File: src/common/ctrl_pkg.sv
package ctrl_pkg;

    // instruction opcode, bits 27..21
    typedef enum logic [6:0] {
        OP_NOP = 7'h00,
        OP_ADD = 7'h01,
        OP_SUB = 7'h02,
        OP_AND = 7'h03,
        OP_ORR = 7'h04,
        OP_MOV = 7'h05,
        OP_CMP = 7'h06,
        OP_LDR = 7'h07,
        OP_STR = 7'h08,
        OP_B   = 7'h09
    } op_e;

    // ARM style condition field, bits 31..28
    typedef enum logic [3:0] {
        EQ = 4'h0,
        NE = 4'h1,
        CS = 4'h2,
        CC = 4'h3,
        MI = 4'h4,
        PL = 4'h5,
        VS = 4'h6,
        VC = 4'h7,
        HI = 4'h8,
        LS = 4'h9,
        GE = 4'ha,
        LT = 4'hb,
        GT = 4'hc,
        LE = 4'hd,
        AL = 4'he
    } cond_e;

    typedef enum logic [2:0] {
        ALU_ADD  = 3'd0,
        ALU_SUB  = 3'd1,
        ALU_AND  = 3'd2,
        ALU_ORR  = 3'd3,
        ALU_PASS = 3'd4
    } alu_op_e;

    typedef enum logic [1:0] {
        PC_INC    = 2'd0,
        PC_RESET  = 2'd1,
        PC_BRANCH = 2'd2
    } pc_sel_e;

    typedef enum logic [1:0] {
        FWD_REG = 2'd0,
        FWD_MEM = 2'd1
    } fwd_sel_e;

    // instruction field positions
    localparam int COND_HI       = 31;
    localparam int COND_LO       = 28;
    localparam int OP_HI         = 27;
    localparam int OP_LO         = 21;
    localparam int RN_HI         = 19;
    localparam int RN_LO         = 16;
    localparam int RD_HI         = 15;
    localparam int RD_LO         = 12;
    localparam int RS_HI         = 11;
    localparam int RS_LO         = 8;
    localparam int IMM5_HI       = 11;
    localparam int IMM5_LO       = 7;
    localparam int SHIFT_HI      = 6;
    localparam int SHIFT_LO      = 5;
    localparam int RM_HI         = 3;
    localparam int RM_LO         = 0;
    localparam int IMM12_HI      = 11;
    localparam int IMM12_LO      = 0;
    localparam int BOFF_HI       = 20;
    localparam int BOFF_LO       = 0;
    localparam int SHIFT_REG_BIT = 4;
    localparam int PRE_IDX_BIT   = 20;

    // status flags N Z C V
    localparam int FLAG_N = 31;
    localparam int FLAG_V = 28;

    // instruction word with the branch reference it was fetched under
    typedef struct packed {
        logic [31:0] instr;
        logic        tag;
    } stage_t;

    typedef struct packed {
        op_e        opcode;
        logic [3:0] rn;
        logic [3:0] rs;
        logic [3:0] rm;
        logic [4:0] imm5;
        fwd_sel_e   sel_a_in;
        fwd_sel_e   sel_b_in;
        fwd_sel_e   sel_shift_in;
        logic       sel_shift;
        logic       en_a;
        logic       en_b;
        logic       en_s;
    } ex_ctrl_t;

    typedef struct packed {
        op_e         opcode;
        logic [3:0]  rd;
        logic [1:0]  shift_op;
        logic [11:0] imm12;
        logic [31:0] imm_branch;
        pc_sel_e     sel_pc;
        logic        load_pc;
        logic        sel_branch_imm;
        logic        sel_a;
        logic        sel_b;
        alu_op_e     alu_op;
        logic        sel_pre_indexed;
        logic        en_status;
        logic        w_en1;
        logic        mem_w_en;
    } mem_ctrl_t;

endpackage

File: src/hdl/fetch_tracker.sv
`timescale 1ns/1ps

module fetch_tracker (
    input  logic clk,
    input  logic rst_n,
    input  logic branch_ref,
    output logic fetch_tag
);

    // reference seen by the fetch stage and by the fetch-wait stage
    logic fetch_ref;
    logic wait_ref;

    always_ff @(posedge clk or negedge rst_n) begin
        if (!rst_n) begin
            fetch_ref <= 1'b0;
            wait_ref  <= 1'b0;
        end else begin
            fetch_ref <= branch_ref;
            wait_ref  <= fetch_ref;
        end
    end

    // word on instr_in was requested under the fetch stage reference
    assign fetch_tag = fetch_ref;

    tag_known: assert property (
        @(posedge clk) disable iff (!rst_n) !$isunknown(fetch_tag)
    ) else $error("fetch tag unknown after reset");

    // two shadow slots follow a taken branch, so flips are at least three cycles apart
    flip_spacing: assert property (
        @(posedge clk) disable iff (!rst_n)
        (fetch_ref != wait_ref) |=> (fetch_ref == wait_ref) [*2]
    ) else $error("branch reference flipped inside a branch shadow");

endmodule

File: src/execute/execute_unit.sv
`timescale 1ns/1ps

module execute_unit (
    input  logic               clk,
    input  logic               rst_n,
    input  logic [31:0]        instr_in,
    input  logic               fetch_tag,
    input  logic               stall,
    input  logic [3:0]         mem_rd,
    input  logic               mem_w_en1,
    output ctrl_pkg::stage_t   ex_out,
    output ctrl_pkg::ex_ctrl_t ex_ctrl
);
    import ctrl_pkg::*;

    stage_t     ex_q;
    op_e        op;
    logic [3:0] rn;
    logic [3:0] rs;
    logic [3:0] rm;
    logic       reg_shift;

    always_ff @(posedge clk or negedge rst_n) begin
        if (!rst_n) begin
            ex_q <= '0;
        end else if (!stall) begin
            ex_q.instr <= instr_in;
            ex_q.tag   <= fetch_tag;
        end
    end

    // held stage sends a bubble on
    assign ex_out = stall ? '0 : ex_q;

    assign op        = op_e'(ex_q.instr[OP_HI:OP_LO]);
    assign rn        = ex_q.instr[RN_HI:RN_LO];
    assign rs        = ex_q.instr[RS_HI:RS_LO];
    assign rm        = ex_q.instr[RM_HI:RM_LO];
    assign reg_shift = ex_q.instr[SHIFT_REG_BIT];

    always_comb begin
        ex_ctrl        = '0;
        ex_ctrl.opcode = op;
        ex_ctrl.rn     = rn;
        ex_ctrl.rs     = rs;
        ex_ctrl.rm     = rm;
        ex_ctrl.imm5   = ex_q.instr[IMM5_HI:IMM5_LO];

        // result still in the memory stage, take it from there
        ex_ctrl.sel_a_in     = (mem_w_en1 && rn == mem_rd) ? FWD_MEM : FWD_REG;
        ex_ctrl.sel_b_in     = (mem_w_en1 && rm == mem_rd) ? FWD_MEM : FWD_REG;
        ex_ctrl.sel_shift_in = (mem_w_en1 && rs == mem_rd) ? FWD_MEM : FWD_REG;
        // shift amount from rs instead of imm5
        ex_ctrl.sel_shift    = reg_shift;

        if (!stall) begin
            case (op)
                OP_ADD, OP_SUB, OP_AND, OP_ORR, OP_CMP: begin
                    ex_ctrl.en_a = 1'b1;
                    ex_ctrl.en_b = 1'b1;
                    ex_ctrl.en_s = reg_shift;
                end
                OP_MOV: begin
                    ex_ctrl.en_b = 1'b1;
                    ex_ctrl.en_s = reg_shift;
                end
                // base register only
                OP_LDR: begin
                    ex_ctrl.en_a = 1'b1;
                end
                OP_STR: begin
                    ex_ctrl.en_a = 1'b1;
                    ex_ctrl.en_b = 1'b1;
                end
                default: begin
                end
            endcase
        end
    end

    hold_on_stall: assert property (
        @(posedge clk) disable iff (!rst_n) stall |=> $stable(ex_q)
    ) else $error("execute register changed while stalled");

endmodule

File: src/memory/memory_unit.sv
`timescale 1ns/1ps

module memory_unit (
    input  logic                clk,
    input  logic                rst_n,
    input  ctrl_pkg::stage_t    ex_in,
    input  logic                stall,
    input  logic [31:0]         status_reg,
    input  logic                startup_load,
    output ctrl_pkg::mem_ctrl_t mem_ctrl,
    output ctrl_pkg::stage_t    mem_out,
    output logic                branch_ref
);
    import ctrl_pkg::*;

    stage_t mem_q;
    logic   ref_q;
    op_e    op;
    cond_e  cond;
    logic   flag_n;
    logic   flag_z;
    logic   flag_c;
    logic   flag_v;
    logic   cond_pass;
    logic   live;
    logic   go;
    logic   take;

    always_ff @(posedge clk or negedge rst_n) begin
        if (!rst_n) begin
            mem_q <= '0;
        end else if (!stall) begin
            mem_q <= ex_in;
        end
    end

    // flips once for every taken branch
    always_ff @(posedge clk or negedge rst_n) begin
        if (!rst_n) begin
            ref_q <= 1'b0;
        end else begin
            ref_q <= ref_q ^ take;
        end
    end

    assign op   = op_e'(mem_q.instr[OP_HI:OP_LO]);
    assign cond = cond_e'(mem_q.instr[COND_HI:COND_LO]);
    assign {flag_n, flag_z, flag_c, flag_v} = status_reg[FLAG_N:FLAG_V];

    always_comb begin
        case (cond)
            EQ:      cond_pass = flag_z;
            NE:      cond_pass = !flag_z;
            CS:      cond_pass = flag_c;
            CC:      cond_pass = !flag_c;
            MI:      cond_pass = flag_n;
            PL:      cond_pass = !flag_n;
            VS:      cond_pass = flag_v;
            VC:      cond_pass = !flag_v;
            HI:      cond_pass = flag_c && !flag_z;
            LS:      cond_pass = !flag_c || flag_z;
            GE:      cond_pass = (flag_n == flag_v);
            LT:      cond_pass = (flag_n != flag_v);
            GT:      cond_pass = !flag_z && (flag_n == flag_v);
            LE:      cond_pass = flag_z || (flag_n != flag_v);
            AL:      cond_pass = 1'b1;
            default: cond_pass = 1'b0;
        endcase
    end

    // stale tag means it was fetched in the shadow of a taken branch
    assign live = !stall && (mem_q.tag == ref_q);
    assign go   = live && cond_pass;
    assign take = go && (op == OP_B);

    // the reference the next fetch will run under
    assign branch_ref = ref_q ^ take;

    always_comb begin
        mem_ctrl            = '0;
        mem_ctrl.opcode     = op;
        mem_ctrl.rd         = mem_q.instr[RD_HI:RD_LO];
        mem_ctrl.shift_op   = mem_q.instr[SHIFT_HI:SHIFT_LO];
        mem_ctrl.imm12      = mem_q.instr[IMM12_HI:IMM12_LO];
        mem_ctrl.imm_branch = {{(31 - BOFF_HI){mem_q.instr[BOFF_HI]}},
                               mem_q.instr[BOFF_HI:BOFF_LO]};
        mem_ctrl.sel_pc     = PC_INC;
        mem_ctrl.alu_op     = ALU_PASS;

        case (op)
            OP_ADD: begin
                mem_ctrl.alu_op = ALU_ADD;
                mem_ctrl.w_en1  = go;
            end
            OP_SUB: begin
                mem_ctrl.alu_op = ALU_SUB;
                mem_ctrl.w_en1  = go;
            end
            OP_AND: begin
                mem_ctrl.alu_op = ALU_AND;
                mem_ctrl.w_en1  = go;
            end
            OP_ORR: begin
                mem_ctrl.alu_op = ALU_ORR;
                mem_ctrl.w_en1  = go;
            end
            OP_MOV: begin
                mem_ctrl.w_en1 = go;
            end
            OP_CMP: begin
                mem_ctrl.alu_op    = ALU_SUB;
                mem_ctrl.en_status = go;
            end
            // address is base plus imm12
            OP_LDR, OP_STR: begin
                mem_ctrl.alu_op          = ALU_ADD;
                mem_ctrl.sel_b           = 1'b1;
                mem_ctrl.sel_pre_indexed = mem_q.instr[PRE_IDX_BIT];
                mem_ctrl.mem_w_en        = go && (op == OP_STR);
            end
            // target is pc plus the branch offset
            OP_B: begin
                mem_ctrl.alu_op         = ALU_ADD;
                mem_ctrl.sel_a          = 1'b1;
                mem_ctrl.sel_branch_imm = 1'b1;
            end
            default: begin
            end
        endcase

        if (startup_load) begin
            mem_ctrl.sel_pc  = PC_RESET;
            mem_ctrl.load_pc = 1'b1;
        end else if (take) begin
            mem_ctrl.sel_pc  = PC_BRANCH;
            mem_ctrl.load_pc = 1'b1;
        end
    end

    // squashed or failed instructions leave as a nop
    always_comb begin
        mem_out = mem_q;
        if (!go) begin
            mem_out.instr[OP_HI:OP_LO] = OP_NOP;
        end
    end

    one_write_port: assert property (
        @(posedge clk) disable iff (!rst_n) !(mem_ctrl.w_en1 && mem_ctrl.mem_w_en)
    ) else $error("register write and memory write in the same cycle");

endmodule

File: src/hdl/writeback_unit.sv
`timescale 1ns/1ps

module writeback_unit (
    input  logic             clk,
    input  logic             rst_n,
    input  ctrl_pkg::stage_t mem_in,
    input  logic [1:0]       stall,
    output logic             w_en_ldr
);
    import ctrl_pkg::*;

    op_e  mw_op;
    logic mw_valid;
    logic mw_live;
    op_e  wb_op;
    logic wb_valid;

    always_ff @(posedge clk) begin
        if (!stall[0]) begin
            mw_op <= op_e'(mem_in.instr[OP_HI:OP_LO]);
        end
        if (!stall[1]) begin
            wb_op <= mw_op;
        end
    end

    always_ff @(posedge clk or negedge rst_n) begin
        if (!rst_n) begin
            mw_valid <= 1'b0;
            wb_valid <= 1'b0;
        end else begin
            // memory stage already turned squashed and failed words into nops
            if (!stall[0]) begin
                mw_valid <= (mem_in.instr[OP_HI:OP_LO] != OP_NOP);
            end
            if (!stall[1]) begin
                wb_valid <= mw_live;
            end
        end
    end

    // a held memory-wait stage passes a bubble
    assign mw_live  = mw_valid && !stall[0];
    assign w_en_ldr = wb_valid && !stall[1] && (wb_op == OP_LDR);

endmodule

File: src/hdl/controller.sv
`timescale 1ns/1ps

module controller (
    input  logic                clk,
    input  logic                rst_n,
    input  logic [31:0]         instr_in,
    input  logic [31:0]         status_reg,
    output ctrl_pkg::ex_ctrl_t  ex_ctrl,
    output ctrl_pkg::mem_ctrl_t mem_ctrl,
    output logic                w_en_ldr
);
    import ctrl_pkg::*;

    typedef enum logic [2:0] {
        S_LOAD_PC_START = 3'd0,
        S_FETCH         = 3'd1,
        S_FETCH_WAIT    = 3'd2,
        S_EXECUTE       = 3'd3,
        S_MEMORY        = 3'd4,
        S_MEMORY_WAIT   = 3'd5,
        S_WRITE_BACK    = 3'd6,
        S_RUN           = 3'd7
    } state_e;

    state_e state;

    // stall bits: execute, memory, memory-wait, writeback
    logic [3:0] stall;
    logic       startup_load;
    logic       branch_ref;
    logic       fetch_tag;
    stage_t     ex_stage;
    stage_t     mem_stage;

    // pipeline fill, one stage released per state
    always_ff @(posedge clk or negedge rst_n) begin
        if (!rst_n) begin
            state <= S_LOAD_PC_START;
        end else begin
            case (state)
                S_LOAD_PC_START: state <= S_FETCH;
                S_FETCH:         state <= S_FETCH_WAIT;
                S_FETCH_WAIT:    state <= S_EXECUTE;
                S_EXECUTE:       state <= S_MEMORY;
                S_MEMORY:        state <= S_MEMORY_WAIT;
                S_MEMORY_WAIT:   state <= S_WRITE_BACK;
                default:         state <= S_RUN;
            endcase
        end
    end

    always_comb begin
        case (state)
            S_EXECUTE:              stall = 4'b1110;
            S_MEMORY:               stall = 4'b1100;
            S_MEMORY_WAIT:          stall = 4'b1000;
            S_WRITE_BACK, S_RUN:    stall = 4'b0000;
            default:                stall = 4'b1111;
        endcase
    end

    assign startup_load = (state == S_LOAD_PC_START);

    fetch_tracker u_fetch_tracker (
        .clk        (clk),
        .rst_n      (rst_n),
        .branch_ref (branch_ref),
        .fetch_tag  (fetch_tag)
    );

    execute_unit u_execute_unit (
        .clk       (clk),
        .rst_n     (rst_n),
        .instr_in  (instr_in),
        .fetch_tag (fetch_tag),
        .stall     (stall[0]),
        .mem_rd    (mem_ctrl.rd),
        .mem_w_en1 (mem_ctrl.w_en1),
        .ex_out    (ex_stage),
        .ex_ctrl   (ex_ctrl)
    );

    memory_unit u_memory_unit (
        .clk          (clk),
        .rst_n        (rst_n),
        .ex_in        (ex_stage),
        .stall        (stall[1]),
        .status_reg   (status_reg),
        .startup_load (startup_load),
        .mem_ctrl     (mem_ctrl),
        .mem_out      (mem_stage),
        .branch_ref   (branch_ref)
    );

    writeback_unit u_writeback_unit (
        .clk      (clk),
        .rst_n    (rst_n),
        .mem_in   (mem_stage),
        .stall    (stall[3:2]),
        .w_en_ldr (w_en_ldr)
    );

    // the two slots behind a taken branch neither write nor redirect the pc
    shadow_quiet: assert property (
        @(posedge clk) disable iff (!rst_n)
        (mem_ctrl.load_pc && mem_ctrl.sel_pc == PC_BRANCH) |=>
            (!(mem_ctrl.load_pc || mem_ctrl.w_en1 || mem_ctrl.mem_w_en
               || mem_ctrl.en_status)) [*2]
    ) else $error("write or pc load inside a branch shadow");

endmodule

File: config.mk
export PLATFORM = sky130hd
export DESIGN_NAME = controller
export DESIGN_NICKNAME = d
export VERILOG_FILES = /design/src/common/ctrl_pkg.sv /design/src/hdl/fetch_tracker.sv /design/src/execute/execute_unit.sv /design/src/memory/memory_unit.sv /design/src/hdl/writeback_unit.sv /design/src/hdl/controller.sv
export SDC_FILE = /design/constraint.sdc
export NUM_CORES = 1
export LEC_CHECK = 0
export BUFFER_PORTS_ARGS = -buffer_cell sky130_fd_sc_hd__buf_4
export CAP_MARGIN = 20
export CORE_MARGIN = 2
export CORE_UTILIZATION = 30
export DETAILED_ROUTE_END_ITERATION = 8
export GPL_ROUTABILITY_DRIVEN = 1
export MAX_ROUTING_LAYER = met4
export SLEW_MARGIN = 20
export SYNTH_ARGS = -nofsm -noshare
export SYNTH_HDL_FRONTEND = slang
export SYNTH_HIERARCHICAL = 1
export SYNTH_SLANG_ARGS = --single-unit
File: constraint.sdc
create_clock -name clk -period 5.3 [get_ports clk]
set_input_delay 0.53 -clock clk [delete_from_list [all_inputs] [get_ports clk]]
set_output_delay 0.53 -clock clk [all_outputs]
set_load 0.02 [all_outputs]
After elaboration in Yosys (flattened, before gate mapping)
Index checks and enable logic that the tools add are counted.
{"block": "word_totals", "reg_bits": 86, "elab_cells": 109}
{"block": "op_classes", "n_eq_ne": 45, "mux": 21, "n_bitwise": 1, "n_reduce_logical": 32}
{"op": "== test 7 x 3 -> 1 bit (second input constant)", "count": 9}
{"op": "two-way mux 33 bit", "count": 1}
{"op": "== test 4 bit (second input constant)", "count": 7}
{"op": "== test 7 x 2 -> 1 bit (second input constant)", "count": 4}
{"op": "== test 7 x 4 -> 1 bit (second input constant)", "count": 3}
{"op": "case mux 3 bit (6 select lines)", "count": 1}
{"op": "== test 4 x 3 -> 1 bit (second input constant)", "count": 4}
{"op": "case mux 4 bit (4 select lines)", "count": 1}
{"op": "case mux 1 bit (15 select lines)", "count": 1}
{"op": "== test 7 x 1 -> 1 bit (second input constant)", "count": 2}
{"op": "OR reduction 7 bit", "count": 2}
{"op": "== test 3 bit (second input constant)", "count": 4}
{"op": "== test 4 bit", "count": 3}
{"op": "logical AND 1 bit", "count": 12}
{"op": "case mux 3 bit (4 select lines)", "count": 1}
{"op": "two-way mux 1 bit", "count": 11}
{"op": "two-way mux 3 bit", "count": 3}
{"op": "== test 4 x 2 -> 1 bit (second input constant)", "count": 2}
{"op": "zero test 1 bit", "count": 7}
{"op": "two-way mux 7 bit", "count": 1}
{"op": "nonzero test 7 bit", "count": 1}
{"op": "== test 3 x 2 -> 1 bit (second input constant)", "count": 2}
{"op": "OR reduction 2 bit", "count": 3}
{"op": "OR reduction 6 bit", "count": 1}
{"op": "11 further kinds", "count": 13}

Longest topological paths before layout
{"block": "logic_depth", "depth_word": 9, "ltp_mapped": 9}

Modules after synthesis
The synthesis kept the hierarchy.
{"mod": "memory_unit", "n_inst": 1, "cells_per_inst": 201, "area_per_inst_um2": 2158.3, "seq_area_each_um2": 850.8}
{"mod": "execute_unit", "n_inst": 1, "cells_per_inst": 170, "area_per_inst_um2": 1913.1, "seq_area_each_um2": 825.8}
{"mod": "writeback_unit", "n_inst": 1, "cells_per_inst": 27, "area_per_inst_um2": 546.8, "seq_area_each_um2": 470.5}
{"mod": "controller", "n_inst": 1, "cells_per_inst": 13, "area_per_inst_um2": 123.9, "seq_area_each_um2": 75.1}
{"mod": "fetch_tracker", "n_inst": 1, "cells_per_inst": 1, "area_per_inst_um2": 25.0, "seq_area_each_um2": 25.0}

Worst setup path before layout
No wires, ideal clock.
{"block": "synth_timing", "path_kind": "register to output", "startpoint": "register u_memory_unit.mem_q, in the netlist u_memory_unit/mem_out[32]", "endpoint": "output ex_ctrl[4] (netlist name)", "arrival_time_ns": 2.470, "required_time_ns": 4.770, "setup_slack_ns": 2.300, "path_stages_with_launch": 9, "path_buffers": 1, "cell_sequence": "dfrtp_1 -> buf_6 -> and2_4 -> or4b_4 -> a31oi_1 -> o31a_2 -> and4bb_2 -> nand2_1 -> nor4_1"}
{"element": "start, declared", "line_no": "memory_unit.sv:16", "source": "stage_t mem_q;"}
{"element": "start signal, assigned", "line_no": "memory_unit.sv:33", "source": "mem_q <= ex_in;"}
{"element": "end, declared", "line_no": "controller.sv:8", "source": "output ctrl_pkg::ex_ctrl_t ex_ctrl,"}

==> impl_metrics.py <==
metrics = {
    "outcome": {
        "run_status": "complete, no violations",
    },
    "global_route": {
        "grt_pass1_vias": 3012,
        "antenna_found_initial": 0,
        "grt_pass1_wl_mm": 15.41,
        "grt_max_degree": 74,
        "grt_overflow": 0,
        "track_usage_pct": 12.39,
    },
    "cts": {
        "path_clk_slew_ps": 60,
        "cts_num_sinks": 87,
        "clockBufferDepth": 2,
        "clock_latency_ps": 340,
        "cts_tree": "yes",
        "htreeDepth": 3,
        "postCtsSetupBuffers": 0,
        "post_cts_resized": 0,
        "cts_buffers": 9,
        "cts_hold_buf": 0,
        "cts_root_buffer": "clkbuf_16",
    },
    "floorplan": {
        "fp.coreArea_mm2": 0.01509,
        "die_y_um": 128.0,
        "fp.dieW_um": 128.0,
        "start_util_pct": 30.55,
        "dieArea_mm2": 0.01637,
        "rows": 45,
        "pin_count": 171,
    },
    "power_and_ir_drop": {
        "power_mw": 1.612,
        "irDropWorstVdd_v": 0.0001250,
        "seq_power_share_pct": 48.6,
        "intPower_mw": 1.182,
        "clock_power_share_pct": 36.7,
        "switching_power_uw": 430.1,
        "p_sw_share_pct": 26.68,
        "powerDensity_mw_per_mm2": 285.1,
        "p_leak_nw": 2.499,
        "combPwrFrac_pct": 14.7,
    },
    "placed_design": {
        "hpwl_mm": 6.728,
        "place_area_mm2": 0.005373,
        "gp_congestion": 0.7810,
        "place.port_buffers": 139,
    },
    "routing": {
        "drtIter0Drc": 146,
        "antenna_left": 0,
        "drc": 0,
        "post_drt_wl_per_cell_um": 14.32,
        "viasPerCell": 4.626,
        "first_pass_iters": 4,
        "drt-total-wl_mm": 9.467,
        "num_vias": 3058,
    },
    "synthesis": {
        "yosys_warnings": 6,
        "synth.avg_cell_area_um2": 11.79,
        "synthCells": 391,
        "mappedNetlistArea_mm2": 0.004609,
    },
    "final_layout": {
        "mostFrequentLayoutCells": "buf_4, dfrtp_1, mux2_2",
        "post-route-util_pct": 37.47,
        "syn2layout_area_growth_pct": 22.67,
        "nets": 534,
        "diodes": 0,
        "final_common_cell": "buf_4",
        "drive_above_1_share_pct": 49.47,
        "fin_area_mm2": 0.005654,
    },
    "timing": {
        "timing.hold.ws_ps": 309.8,
        "rsz0062_at_grt": "false",
        "setup-violations-final": 0,
        "max_freq_mhz": 294.5,
        "worst_pin_slew_ps": 958.7,
        "hold_violations": 0,
        "relSlewSlack_pct": 36.09,
        "timing.final.crit_share_pct": 64.07,
        "fin_tns_setup_ps": 0,
        "finClkSkew_ps": 5.400,
        "slew_viol_final": 0,
        "finalCriticalPeriod_ps": 3396,
    },
    "setup_path": {
        "worstPathArrival_ps": 2870,
        "endpoint_kind": "output pin",
        "cp.required_ps": 4770,
        "cp-start-kind": "flip-flop",
        "crit_type": "flip-flop to output pin",
        "critPathMaxFanout": 11,
    },
    "job": {
        "cap_violations": 0,
    },
    "hold_path": {
        "hold_path_class": "input port to asynchronous set/reset pin",
    },
}
[routing by layer]
layer | GRT usage, % | up-vias | wire [um]
met4 | 4.266 | 0 | 121
met5 | - | - | 0
met3 | 3.297 | 14 | 517
met2 | 19.94 | 87 | 4779
met1 | 15.11 | 1510 | 4049
li1 | - | 1447 | -
[power by group through the flow]
stage / combinational, mW / clock, mW / sequential, mW
final: 0.237 / 0.591 / 0.784
after global routing: 0.260 / 0.647 / 0.793
after CTS: 0.241 / 0.613 / 0.785
after detailed placement: 0.240 / 0 / 0.798
after global placement: 0.236 / 0 / 0.794
after floorplan: 0.170 / 0 / 0.792
[critical path, cell delays in order (launching register included)]
cell	delay [ps]
dfrtp_1	480
and2_4	210
or4b_4	480
a31oi_1	180
o31a_2	270
and4bb_2	380
nand2_1	70
nor4_1	230
buf_4	210
[sequential cells by signal (all words and copies together), names as in the netlist, 3 cells and up]
signal	flops
u_memory_unit/mem_ctrl	28
u_execute_unit/ex_ctrl	21
u_execute_unit/ex_q	12
u_writeback_unit/mw_op	7
u_writeback_unit/wb_op	7
u_memory_unit/mem_out	5
state	3
[layout make-up]
type,count,area (um^2)
fill,1491,9435
sequential,87,2247
multi-input combinational,223,1809
timing repair buffer,141,1059
tap,188,235.2
clock buffer,9,225.2
clock inverter,7,56.30
inverter,6,22.52
[path summary, 6_finish.rpt]
path,depth (start not counted),end,slack (ps),start
worst max-delay path,8,ex_ctrl[4],1900,u_memory_unit/mem_out[31]
worst min-delay path,1,u_execute_unit/ex_ctrl[27],310,rst_n
worst max register to register,7,u_writeback_unit/mw_valid,2960,u_memory_unit/mem_out[31]
worst min register to register,0,u_writeback_unit/wb_op[3],420,u_writeback_unit/mw_op[3]
max in group asynchronous,1,u_execute_unit/ex_ctrl[32],4330,rst_n
min in group clk,2,u_execute_unit/ex_ctrl[11],420,instr_in[8]
[through the flow]
step	std cells	setup slack, ps
after global placement	645	2276
after global routing	661	1757
after floorplan	393	2300
final	661	1904
after detailed placement	645	2255
after CTS	661	1877
Note: power is estimated with default switching activity, not from simulation.
